===== config.mk =====
export PLATFORM = sky130hd
export DESIGN_NAME = apb_iob_top
export DESIGN_NICKNAME = d
export VERILOG_FILES = /design/src/logic/apb_iob_pkg.sv /design/src/logic/apb_iob_top.sv /design/src/logic/apb_to_iob.sv /design/src/logic/iob_reg_bank.sv
export SDC_FILE = /design/constraint.sdc
export NUM_CORES = 1
export LEC_CHECK = 0
export BUFFER_PORTS_ARGS = -buffer_cell sky130_fd_sc_hd__buf_2
export CAP_MARGIN = 20
export CELL_PAD_IN_SITES_DETAIL_PLACEMENT = 0
export CELL_PAD_IN_SITES_GLOBAL_PLACEMENT = 1
export CORE_MARGIN = 4
export CORE_UTILIZATION = 54
export CTS_BUF_LIST = sky130_fd_sc_hd__clkbuf_16
export DETAILED_ROUTE_END_ITERATION = 8
export PLACE_DENSITY = 0.92
export SYNTH_ARGS = -nofsm -noshare
export SYNTH_HDL_FRONTEND = slang
export SYNTH_SLANG_ARGS = --single-unit

===== constraint.sdc =====
create_clock -name clk_i -period 8.3 [get_ports clk_i]
set_clock_uncertainty 0.1 [all_clocks]
set_input_delay 0.83 -clock clk_i [delete_from_list [all_inputs] [get_ports clk_i]]
set_output_delay 0.83 -clock clk_i [all_outputs]
set_load 0.005 [all_outputs]

===== src/logic/apb_iob_pkg.sv =====
// Fixed bus widths and register map shared by the bridge and the bank
// Eight 32-bit words, byte addressed, word-aligned accesses only

package apb_iob_pkg;

   localparam int ADDR_W  = 5;          // Byte address, 8 words
   localparam int DATA_W  = 32;
   localparam int WSTRB_W = DATA_W / 8;
   localparam int IDX_W   = ADDR_W - $clog2(WSTRB_W);  // Word index width

   // Register map, word indices
   localparam int NUM_SCRATCH = 6;      // Words 0 to 5
   localparam logic [IDX_W-1:0] REG_WAIT_CFG = 3'd6;
   localparam logic [IDX_W-1:0] REG_WR_COUNT = 3'd7;  // Read-only

   // Only the low bits of the wait configuration are used
   localparam int WAIT_W = 3;
   localparam logic [DATA_W-1:0] WAIT_RST = '0;

   // Bridge sequencer, same encoding as the APB2IOb block
   typedef enum logic [1:0] {
      WAIT_ENABLE    = 2'd0,
      WAIT_READY     = 2'd1,
      RVALID         = 2'd2,
      WAIT_APB_READY = 2'd3
   } bridge_state_t;

   // Register bank request handling
   typedef enum logic [1:0] {
      IDLE  = 2'd0,
      STALL = 2'd1,  // Counting wait cycles
      RESP  = 2'd2   // Read data on offer
   } bank_state_t;

endpackage


===== src/logic/apb_iob_top.sv =====
// APB port onto the IOb register bank through the bridge
// Single subordinate, no address decode and no error response

`timescale 1ns/100ps

module apb_iob_top import apb_iob_pkg::*; (
   input  logic               clk_i,
   input  logic               rst_n_i,

   input  logic               apb_sel_i,
   input  logic               apb_enable_i,
   input  logic               apb_write_i,
   input  logic [ADDR_W-1:0]  apb_addr_i,
   input  logic [DATA_W-1:0]  apb_wdata_i,
   input  logic [WSTRB_W-1:0] apb_wstrb_i,
   output logic               apb_ready_o,
   output logic [DATA_W-1:0]  apb_rdata_o
);

   // Internal IOb bus
   logic               iob_valid;
   logic [ADDR_W-1:0]  iob_addr;
   logic [DATA_W-1:0]  iob_wdata;
   logic [WSTRB_W-1:0] iob_wstrb;
   logic               iob_ready;
   logic               iob_rvalid;
   logic               iob_rready;
   logic [DATA_W-1:0]  iob_rdata;

   apb_to_iob bridge (
      .clk_i        (clk_i),
      .rst_n_i      (rst_n_i),
      .apb_sel_i    (apb_sel_i),
      .apb_enable_i (apb_enable_i),
      .apb_write_i  (apb_write_i),
      .apb_addr_i   (apb_addr_i),
      .apb_wdata_i  (apb_wdata_i),
      .apb_wstrb_i  (apb_wstrb_i),
      .apb_ready_o  (apb_ready_o),
      .apb_rdata_o  (apb_rdata_o),
      .iob_ready_i  (iob_ready),
      .iob_rvalid_i (iob_rvalid),
      .iob_rdata_i  (iob_rdata),
      .iob_valid_o  (iob_valid),
      .iob_addr_o   (iob_addr),
      .iob_wdata_o  (iob_wdata),
      .iob_wstrb_o  (iob_wstrb),
      .iob_rready_o (iob_rready)
   );

   iob_reg_bank bank (
      .clk_i        (clk_i),
      .rst_n_i      (rst_n_i),
      .iob_valid_i  (iob_valid),
      .iob_addr_i   (iob_addr),
      .iob_wdata_i  (iob_wdata),
      .iob_wstrb_i  (iob_wstrb),
      .iob_rready_i (iob_rready),
      .iob_ready_o  (iob_ready),
      .iob_rvalid_o (iob_rvalid),
      .iob_rdata_o  (iob_rdata)
   );

endmodule


===== src/logic/apb_to_iob.sv =====
// APB subordinate to IOb manager, one transfer in flight at a time
// A write with all strobes low looks like a read on IOb, so writes need a strobe set
// PREADY is a one-cycle pulse from a register; no PSLVERR

`timescale 1ns/100ps

module apb_to_iob import apb_iob_pkg::*; (
   input  logic               clk_i,
   input  logic               rst_n_i,

   // APB subordinate
   input  logic               apb_sel_i,
   input  logic               apb_enable_i,
   input  logic               apb_write_i,
   input  logic [ADDR_W-1:0]  apb_addr_i,
   input  logic [DATA_W-1:0]  apb_wdata_i,
   input  logic [WSTRB_W-1:0] apb_wstrb_i,
   output logic               apb_ready_o,
   output logic [DATA_W-1:0]  apb_rdata_o,

   // IOb manager
   input  logic               iob_ready_i,
   input  logic               iob_rvalid_i,
   input  logic [DATA_W-1:0]  iob_rdata_i,
   output logic               iob_valid_o,
   output logic [ADDR_W-1:0]  iob_addr_o,
   output logic [DATA_W-1:0]  iob_wdata_o,
   output logic [WSTRB_W-1:0] iob_wstrb_o,
   output logic               iob_rready_o
);

   bridge_state_t state_q;
   bridge_state_t state_d;
   logic          iob_valid;
   logic          iob_rready;
   logic          apb_ready_d;

   // Request fields come straight from the APB bus, held by the manager
   assign iob_addr_o   = apb_addr_i;
   assign iob_wdata_o  = apb_wdata_i;
   assign iob_wstrb_o  = apb_write_i ? apb_wstrb_i : '0;  // Zero strobes mean read
   assign iob_valid_o  = iob_valid;
   assign iob_rready_o = iob_rready;

   always_comb begin
      state_d     = state_q;
      iob_valid   = 1'b0;
      iob_rready  = 1'b0;
      apb_ready_d = 1'b0;

      case (state_q)
         WAIT_ENABLE: begin
            // Request goes out in the first access cycle
            iob_valid = apb_sel_i & apb_enable_i;
            if (iob_valid) begin
               state_d = WAIT_READY;
            end
         end
         WAIT_READY: begin
            iob_valid = 1'b1;  // Held until the bank takes it
         end
         RVALID: begin
            iob_rready  = 1'b1;
            apb_ready_d = iob_rvalid_i;
            if (iob_rvalid_i) begin
               state_d = WAIT_APB_READY;
            end
         end
         default: begin
            // PREADY is high this cycle, manager drops PENABLE after it
            state_d = WAIT_ENABLE;
         end
      endcase

      // Acceptance, also possible in the first access cycle
      if (iob_valid && iob_ready_i) begin
         if (apb_write_i) begin
            state_d     = WAIT_APB_READY;
            apb_ready_d = 1'b1;
         end else begin
            state_d = RVALID;
         end
      end
   end

   always_ff @(posedge clk_i or negedge rst_n_i) begin
      if (!rst_n_i) begin
         state_q <= WAIT_ENABLE;
      end else begin
         state_q <= state_d;
      end
   end

   // PREADY one cycle after the IOb side completes
   always_ff @(posedge clk_i or negedge rst_n_i) begin
      if (!rst_n_i) begin
         apb_ready_o <= 1'b0;
      end else begin
         apb_ready_o <= apb_ready_d;
      end
   end

   // Read data capture
   always_ff @(posedge clk_i or negedge rst_n_i) begin
      if (!rst_n_i) begin
         apb_rdata_o <= '0;
      end else if (iob_rvalid_i) begin
         apb_rdata_o <= iob_rdata_i;
      end
   end

endmodule


===== src/logic/iob_reg_bank.sv =====
// IOb register bank: 6 scratch words, wait configuration, write counter
// Wait cycles come from the low WAIT_W bits of word 6; word 7 ignores writes
// Address bits below the word index are not decoded

`timescale 1ns/100ps

module iob_reg_bank import apb_iob_pkg::*; (
   input  logic               clk_i,
   input  logic               rst_n_i,

   input  logic               iob_valid_i,
   input  logic [ADDR_W-1:0]  iob_addr_i,
   input  logic [DATA_W-1:0]  iob_wdata_i,
   input  logic [WSTRB_W-1:0] iob_wstrb_i,
   input  logic               iob_rready_i,
   output logic               iob_ready_o,
   output logic               iob_rvalid_o,
   output logic [DATA_W-1:0]  iob_rdata_o
);

   bank_state_t       state_q;
   bank_state_t       state_d;
   logic [WAIT_W-1:0] wait_cnt_q;
   logic [WAIT_W-1:0] wait_cycles;

   logic [DATA_W-1:0] scratch_q [NUM_SCRATCH];
   logic [DATA_W-1:0] wait_cfg_q;
   logic [DATA_W-1:0] wr_count_q;
   logic [DATA_W-1:0] rd_word;

   logic [IDX_W-1:0]  word_idx;
   logic              is_read;
   logic              wr_accept;
   logic              rd_accept;

   // Byte lane merge for strobed writes
   function automatic logic [DATA_W-1:0] byte_merge(
      input logic [DATA_W-1:0]  old_word,
      input logic [DATA_W-1:0]  new_word,
      input logic [WSTRB_W-1:0] strb
   );
      logic [DATA_W-1:0] merged;
      merged = old_word;
      for (int b = 0; b < WSTRB_W; b++) begin
         if (strb[b]) begin
            merged[8*b +: 8] = new_word[8*b +: 8];
         end
      end
      return merged;
   endfunction

   assign word_idx    = iob_addr_i[ADDR_W-1 -: IDX_W];
   assign wait_cycles = wait_cfg_q[WAIT_W-1:0];
   assign is_read     = ~(|iob_wstrb_i);
   assign wr_accept   = iob_valid_i & iob_ready_o & ~is_read;
   assign rd_accept   = iob_valid_i & iob_ready_o & is_read;

   assign iob_rvalid_o = (state_q == RESP);  // Held until the manager takes it

   // Request controller; ready is a one-cycle pulse once the wait is over
   always_comb begin
      state_d     = state_q;
      iob_ready_o = 1'b0;

      case (state_q)
         IDLE: begin
            if (iob_valid_i) begin
               if (wait_cycles == '0) begin
                  iob_ready_o = 1'b1;
                  state_d     = is_read ? RESP : IDLE;
               end else begin
                  state_d = STALL;
               end
            end
         end
         STALL: begin
            if (wait_cnt_q == '0) begin
               iob_ready_o = 1'b1;
               state_d     = is_read ? RESP : IDLE;
            end
         end
         RESP: begin
            if (iob_rready_i) begin
               state_d = IDLE;
            end
         end
         default: begin
            state_d = IDLE;
         end
      endcase
   end

   always_ff @(posedge clk_i or negedge rst_n_i) begin
      if (!rst_n_i) begin
         state_q    <= IDLE;
         wait_cnt_q <= '0;
      end else begin
         state_q <= state_d;
         if (state_q == IDLE && iob_valid_i && wait_cycles != '0) begin
            wait_cnt_q <= wait_cycles - 1'b1;  // Cycle 0 already spent in IDLE
         end else if (state_q == STALL && wait_cnt_q != '0) begin
            wait_cnt_q <= wait_cnt_q - 1'b1;
         end
      end
   end

   // Register writes; every accepted write is counted, word 7 included
   always_ff @(posedge clk_i or negedge rst_n_i) begin
      if (!rst_n_i) begin
         for (int i = 0; i < NUM_SCRATCH; i++) begin
            scratch_q[i] <= '0;
         end
         wait_cfg_q <= WAIT_RST;
         wr_count_q <= '0;
      end else if (wr_accept) begin
         wr_count_q <= wr_count_q + 1'b1;  // Wraps
         if (word_idx == REG_WAIT_CFG) begin
            wait_cfg_q <= byte_merge(wait_cfg_q, iob_wdata_i, iob_wstrb_i);
         end else if (int'(word_idx) < NUM_SCRATCH) begin
            scratch_q[word_idx] <= byte_merge(scratch_q[word_idx], iob_wdata_i, iob_wstrb_i);
         end
      end
   end

   // Read word select
   always_comb begin
      case (word_idx)
         REG_WAIT_CFG: rd_word = wait_cfg_q;
         REG_WR_COUNT: rd_word = wr_count_q;
         default:      rd_word = scratch_q[word_idx];
      endcase
   end

   // Read response data, stable while rvalid is held
   always_ff @(posedge clk_i) begin
      if (rd_accept) begin
         iob_rdata_o <= rd_word;
      end
   end

endmodule


Word-level counts from Yosys, hierarchy flattened:

Index checks and enable logic that the tools add are counted.

* register bits: 328
* input bits: 46
* output and inout port bits: 33
* logic and storage cells: 108

* add/sub/neg operators: 3
* magnitude comparators: 3
* eq/ne operators: 12
* multiplexer cells: 46
* bitwise operators: 7
* reductions and logical operators: 20

Operator list (number)
* 192-bit bitwise mux: 1
* 8-bit two-way mux: 16
* 32-bit binary-select mux with 3-bit select: 1
* 32-bit demux with 3-bit select: 1
* 32-bit two-way mux: 3
* 32-bit case mux with 2 select lines: 1
* 32-bit by 1-bit adder with 32-bit output, second input constant: 1
* 3-bit AND reduction: 7
* 2-bit two-way mux: 8
* 2-bit case mux with 3 select lines: 2
* 1-bit two-way mux: 8
* 2-bit by 1-bit inequality test with 1-bit output, second input constant: 4
* 3-bit equality test, second input constant: 2
* 3-bit zero test: 2
* 3-bit two-way mux: 2
* 3-bit by 1-bit inequality test with 1-bit output, second input constant: 2
* 3-bit nonzero test: 2
* 3-bit by 1-bit subtractor with 3-bit output, second input constant: 2
* 1-bit logical AND: 5
* 1-bit bitwise AND: 4
* 2-bit by 1-bit equality test with 1-bit output, second input constant: 2
* 2-bit equality test, second input constant: 2
* 4-bit >= comparator, second input constant: 1
* 2-bit zero test: 2
* other kinds (8): 10

Longest topological paths before layout:

* word-level depth: 9
* gate-level depth with buffers: 9
* depth with buffers taken out: 8

By module:

A second synthesis with hierarchy kept.

* cell total of the unflattened synthesis: 1394
* area, all modules: 14885.5 um^2

Modules (own cells, without submodules)
* iob_reg_bank: times used 1, cells an instance 1272, area each 13105.1 um^2, seq. area each 7492.2 um^2
* apb_to_iob: times used 1, cells an instance 122, area each 1780.5 um^2, seq. area each 875.8 um^2

Worst setup path before layout:

No wires, ideal clock.

* path type: flip-flop to flip-flop
* start point: reg bank.wait_cnt_q[1]
* end point: reg bank.iob_rdata_o[0], enable pin
* arrival time: 2712 ps
* required time: 7779 ps
* setup slack: 5067 ps
* stages on the path, launching flop included: 5
* path buffers: 0
* cells stage by stage: dfrtp_1 or4b_1 a21oi_2 nand2_1 nor2_1

* cells in the longest elaborated chain, start to end: 5

Ends and longest elaborated chain
* start: declaration: RTL line iob_reg_bank.sv:23 `logic [WAIT_W-1:0] wait_cnt_q;`
* start signal: assignment: RTL line iob_reg_bank.sv:100 `wait_cnt_q <= wait_cycles - 1'b1;`
* start signal: assignment: RTL line iob_reg_bank.sv:102 `wait_cnt_q <= wait_cnt_q - 1'b1;`
* 3-bit zero test: RTL line iob_reg_bank.sv:77 `if (wait_cnt_q == '0) begin`
* 1-bit two-way mux: RTL line iob_reg_bank.sv:77
* 1-bit case mux with 2 select lines: RTL line iob_reg_bank.sv:65 `case (state_q)`
* 1-bit bitwise AND (2 in a row): RTL line iob_reg_bank.sv:56 `assign rd_accept = iob_valid_i & iob_ready_o & is_read;`
* net bank.rd_accept: RTL line iob_reg_bank.sv:34 `logic rd_accept;`
* end signal: assignment: RTL line iob_reg_bank.sv:137 `iob_rdata_o <= rd_word;`
* end: declaration: RTL line iob_reg_bank.sv:18 `output logic [DATA_W-1:0] iob_rdata_o`

The timed path passes the listed nets, and every way through them passes these cells.
A chain may end at the register's enable or synchronous reset.

Final worst setup path:

* start point: reg bank.wait_cfg_q[0]
* end point: reg bank.scratch_q[18] (netlist name)

* cells in the longest elaborated chain, start to end: 7

Ends and longest elaborated chain
* start: declaration: RTL line iob_reg_bank.sv:27 `logic [DATA_W-1:0] wait_cfg_q;`
* start signal: assignment: RTL line iob_reg_bank.sv:118 `wait_cfg_q <= byte_merge(wait_cfg_q, iob_wdata_i, iob_wstrb_i);`
* 3-bit zero test: RTL line iob_reg_bank.sv:68 `if (wait_cycles == '0) begin`
* 1-bit two-way mux: RTL line iob_reg_bank.sv:68
* 1-bit two-way mux: RTL line iob_reg_bank.sv:67 `if (iob_valid_i) begin`
* 1-bit case mux with 2 select lines: RTL line iob_reg_bank.sv:65
* 1-bit bitwise AND (2 in a row): RTL line iob_reg_bank.sv:55 `assign wr_accept = iob_valid_i & iob_ready_o & ~is_read;`
* 3-bit AND reduction (no source line)
* end signal: indexed assignment: RTL line iob_reg_bank.sv:120 `scratch_q[word_idx] <= byte_merge(scratch_q[word_idx], iob_wdata_i, iob_wstrb_i);`
* end: declaration: RTL line iob_reg_bank.sv:26 `logic [DATA_W-1:0] scratch_q [NUM_SCRATCH];`

Every way passes these cells.

==> flow_metrics.py <==
metrics = {
    "hold_path": {
        "hold_path_class": "primary input to async pin",
    },
    "setup_path": {
        "critPathArrivalTime_ps": 3780,
        "critPathKind": "flop to flop",
        "critPathMaxFanout": 22,
        "required_ps": 8610,
        "worst_setup_path_end_kind": "flop",
        "startpoint_type": "flop",
    },
    "floorplan": {
        "rows": 59,
        "core-area_um2": 26200,
        "die_area_um2": 29500,
        "dieWidth_um": 172,
        "fp.dieH_um": 172,
        "initial_core_util_pct": 55.3,
        "ios": 79,
    },
    "cts": {
        "holdBufCountCts": 0,
        "postCtsSetupBuffers": 0,
        "root_buffer": "clkbuf_16",
        "clk_latency_ps": 560,
        "cts_resized": 0,
        "cts_tree": "yes",
        "cts_sinks": 328,
        "cts_buffer_depth": 3,
        "cts-htree-levels": 1,
        "cts_made_buffers": 31,
        "clkTransAtPathRegs_ps": 60,
    },
    "global_route": {
        "grt_start_max_net_pins": 138,
        "gr-usage-all-layers_pct": 22.8,
        "grt_overflow": 0,
        "grt_pass1_wl_um": 53800,
        "antenna_found_initial": 0,
        "grt_pass1_vias": 9579,
    },
    "timing": {
        "clock.fmax_mhz": 288,
        "slew_headroom_pct": 31.9,
        "drv_slew": 0,
        "min_period_ps": 3470,
        "final-hold-violation-count": 0,
        "setup_viol": 0,
        "rsz0062_at_grt": "no",
        "fin_crit_sh_pct": 41.8,
        "tightest_slew_ps": 1010,
        "setup_tns_ps": 0,
    },
    "logic_synthesis": {
        "yosysWarnings": 0,
        "avgSynthCellArea_um2": 11.9,
        "synth-seq-cells": 328,
        "synth_top_area_share_pct": 51.1,
        "ys.flop_type": "dfrtp_1",
        "yosys-top-cells-area": "dfrtp_1, mux2_2, edfxtp_1, nand2_1, mux2_1",
        "yosysTopAreaCell": "dfrtp_1",
        "synth_cell_types": 54,
        "async_reset_ff_share_pct": 90.2,
        "synth_area_um2": 14500,
        "synth_edf_count": 32,
        "synth.yosys.seq_area_share_pct": 57.7,
        "syn_inst": 1214,
        "syn_nets": 1262,
    },
    "layout": {
        "drive_gt1_share_pct": 22.2,
        "syn_to_final_growth_pct": 11.6,
        "layout_commonest_cell": "dfrtp_1",
        "fin_util_pct": 61.8,
        "final_cell_mix": "dfrtp_1, nand2_1, mux2_2, buf_2, o21ai_1",
        "antenna_cells": 0,
        "fin_nets": 1311,
    },
    "drt": {
        "drt_iter0_drc": 884,
        "wl_per_cell_um": 20.6,
        "via_count": 9758,
        "ant_nets": 0,
        "viasPerCell": 6.02,
        "wl_um": 33400,
        "firstDrtPassIters": 6,
        "drc": 0,
    },
    "power_and_ir_drop": {
        "irDropWorstVdd_mv": 0.169,
        "leakage_nw": 7.76,
        "power_density_nw_per_um2": 199,
    },
    "placement": {
        "dp_hpwl_um": 21800,
        "io_buffers": 76,
        "place_congestion": 0.841,
    },
    "flow_run": {
        "maxCapViolCount": 0,
    },
    "run_status": {
        "status": "finished, final reports clean",
    },
}
-- Yosys cell counts, types with 4 or more instances --
library cell and number:
a21oi_1 23, clkbuf_1 45, dfrtp_1 296, o21ai_0 61, a221o_1 28, nand2b_1 4
inv_1 7, mux2i_1 48, a22o_1 6, buf_1 11, nand2_1 148, nor2_1 47
and2_1 5, nand4_1 21, nor4_1 4, xnor2_1 16, mux2_1 43, buf_4 8
nor3_1 9, a221oi_1 8, mux2_2 126, buf_2 11, xor2_1 18, and3_1 10
a22oi_1 38, nor2b_1 5, o22ai_1 18, edfxtp_1 32, a2bb2oi_1 4, nand3_2 4
nand3_1 10, o21ai_1 68
-- routing by layer --
metal | part of all wire [%] | routed length, um | vias up | global-route usage [%]
li1 | - | - | 4516 | -
met1 | 44 | 14700 | 4858 | 34.1
met2 | 46 | 15400 | 337 | 35.2
met3 | 7.6 | 2530 | 47 | 4.18
met4 | 2.0 | 667 | 0 | 5.57
met5 | 0 | 0 | - | 0
-- through the flow --
step	total power [mW]	area [um2]	hold slack, ps	cells	worst slack, ps
2_1_floorplan	1.71	14500	343	1214	5070
3_3_place_gp	1.78	15100	356	1564	4510
3_5_place_dp	1.78	15100	361	1564	4490
4_1_cts	3.24	16200	335	1621	4860
5_1_grt	3.32	16200	344	1622	4600
6_report	3.22	16200	273	1622	4830
-- flip-flops by register name (all words and copies together), names as in the netlist --
register            cells
bank.state_q            2
bank.iob_rdata_o       32
bridge.state_q          2
bridge.apb_rdata_o     32
bank.scratch_q        192
bridge.apb_ready_o      1
bank.wait_cnt_q         3
bank.wait_cfg_q        32
bank.wr_count_q        32
-- worst paths after layout --
| check | from | end | slack (ps) | cells after the start |
|---|---|---|---|---|
| worst max register to register | bank.wait_cfg_q[0] | bank.scratch_q[18] | 4830 | 6 |
| worst min register to register | bank.wr_count_q[31] | bank.wr_count_q[31] | 370 | 1 |
| worst min-delay path | rst_n_i | bridge.apb_rdata_o[1] | 270 | 1 |
| min in group clk_i | bank.wr_count_q[31] | bank.wr_count_q[31] | 370 | 1 |
| worst max-delay path | bank.wait_cfg_q[0] | bank.scratch_q[18] | 4830 | 6 |
| max in group asynchronous | rst_n_i | bank.wait_cfg_q[28] | 6300 | 2 |
-- worst max-delay path, cell delays in order (launching register included) --
cell	delay, ps
dfrtp_1	460
or4_4	610
a2111oi_4	750
nand4_1	750
buf_4	480
nand2_1	90
o21ai_1	60
-- power by group --
group          internal, mW  switching (mW)  leakage (nW)
clock network         0.863           0.605         0.526
registers              1.62         0.00143          4.46
logic                0.0317          0.0983          2.77
-- cell families after synthesis --
family	after synthesis	synth area share, %
AO/OA/AOI/OAI	269	12.1
XOR/XNOR	34	2.05
adder cells (fa/ha/maj)	2	0.173
buffers and inverters	84	2.53
flip-flops	328	57.7
multiplexers	218	16.6
AND/OR/NAND/NOR	279	8.88
-- final cells by class --
| cell class | count | area, um2 |
|---|---|---|
| fillers | 2001 | 10000 |
| repair buffers | 92 | 531 |
| clock buffers | 31 | 776 |
| flip-flops and latches | 328 | 8370 |
| multi-input cells | 802 | 5790 |
| inverters | 8 | 30.0 |
| well taps | 335 | 419 |
| clock inverters | 26 | 275 |
(Power assumes the default switching activity.)
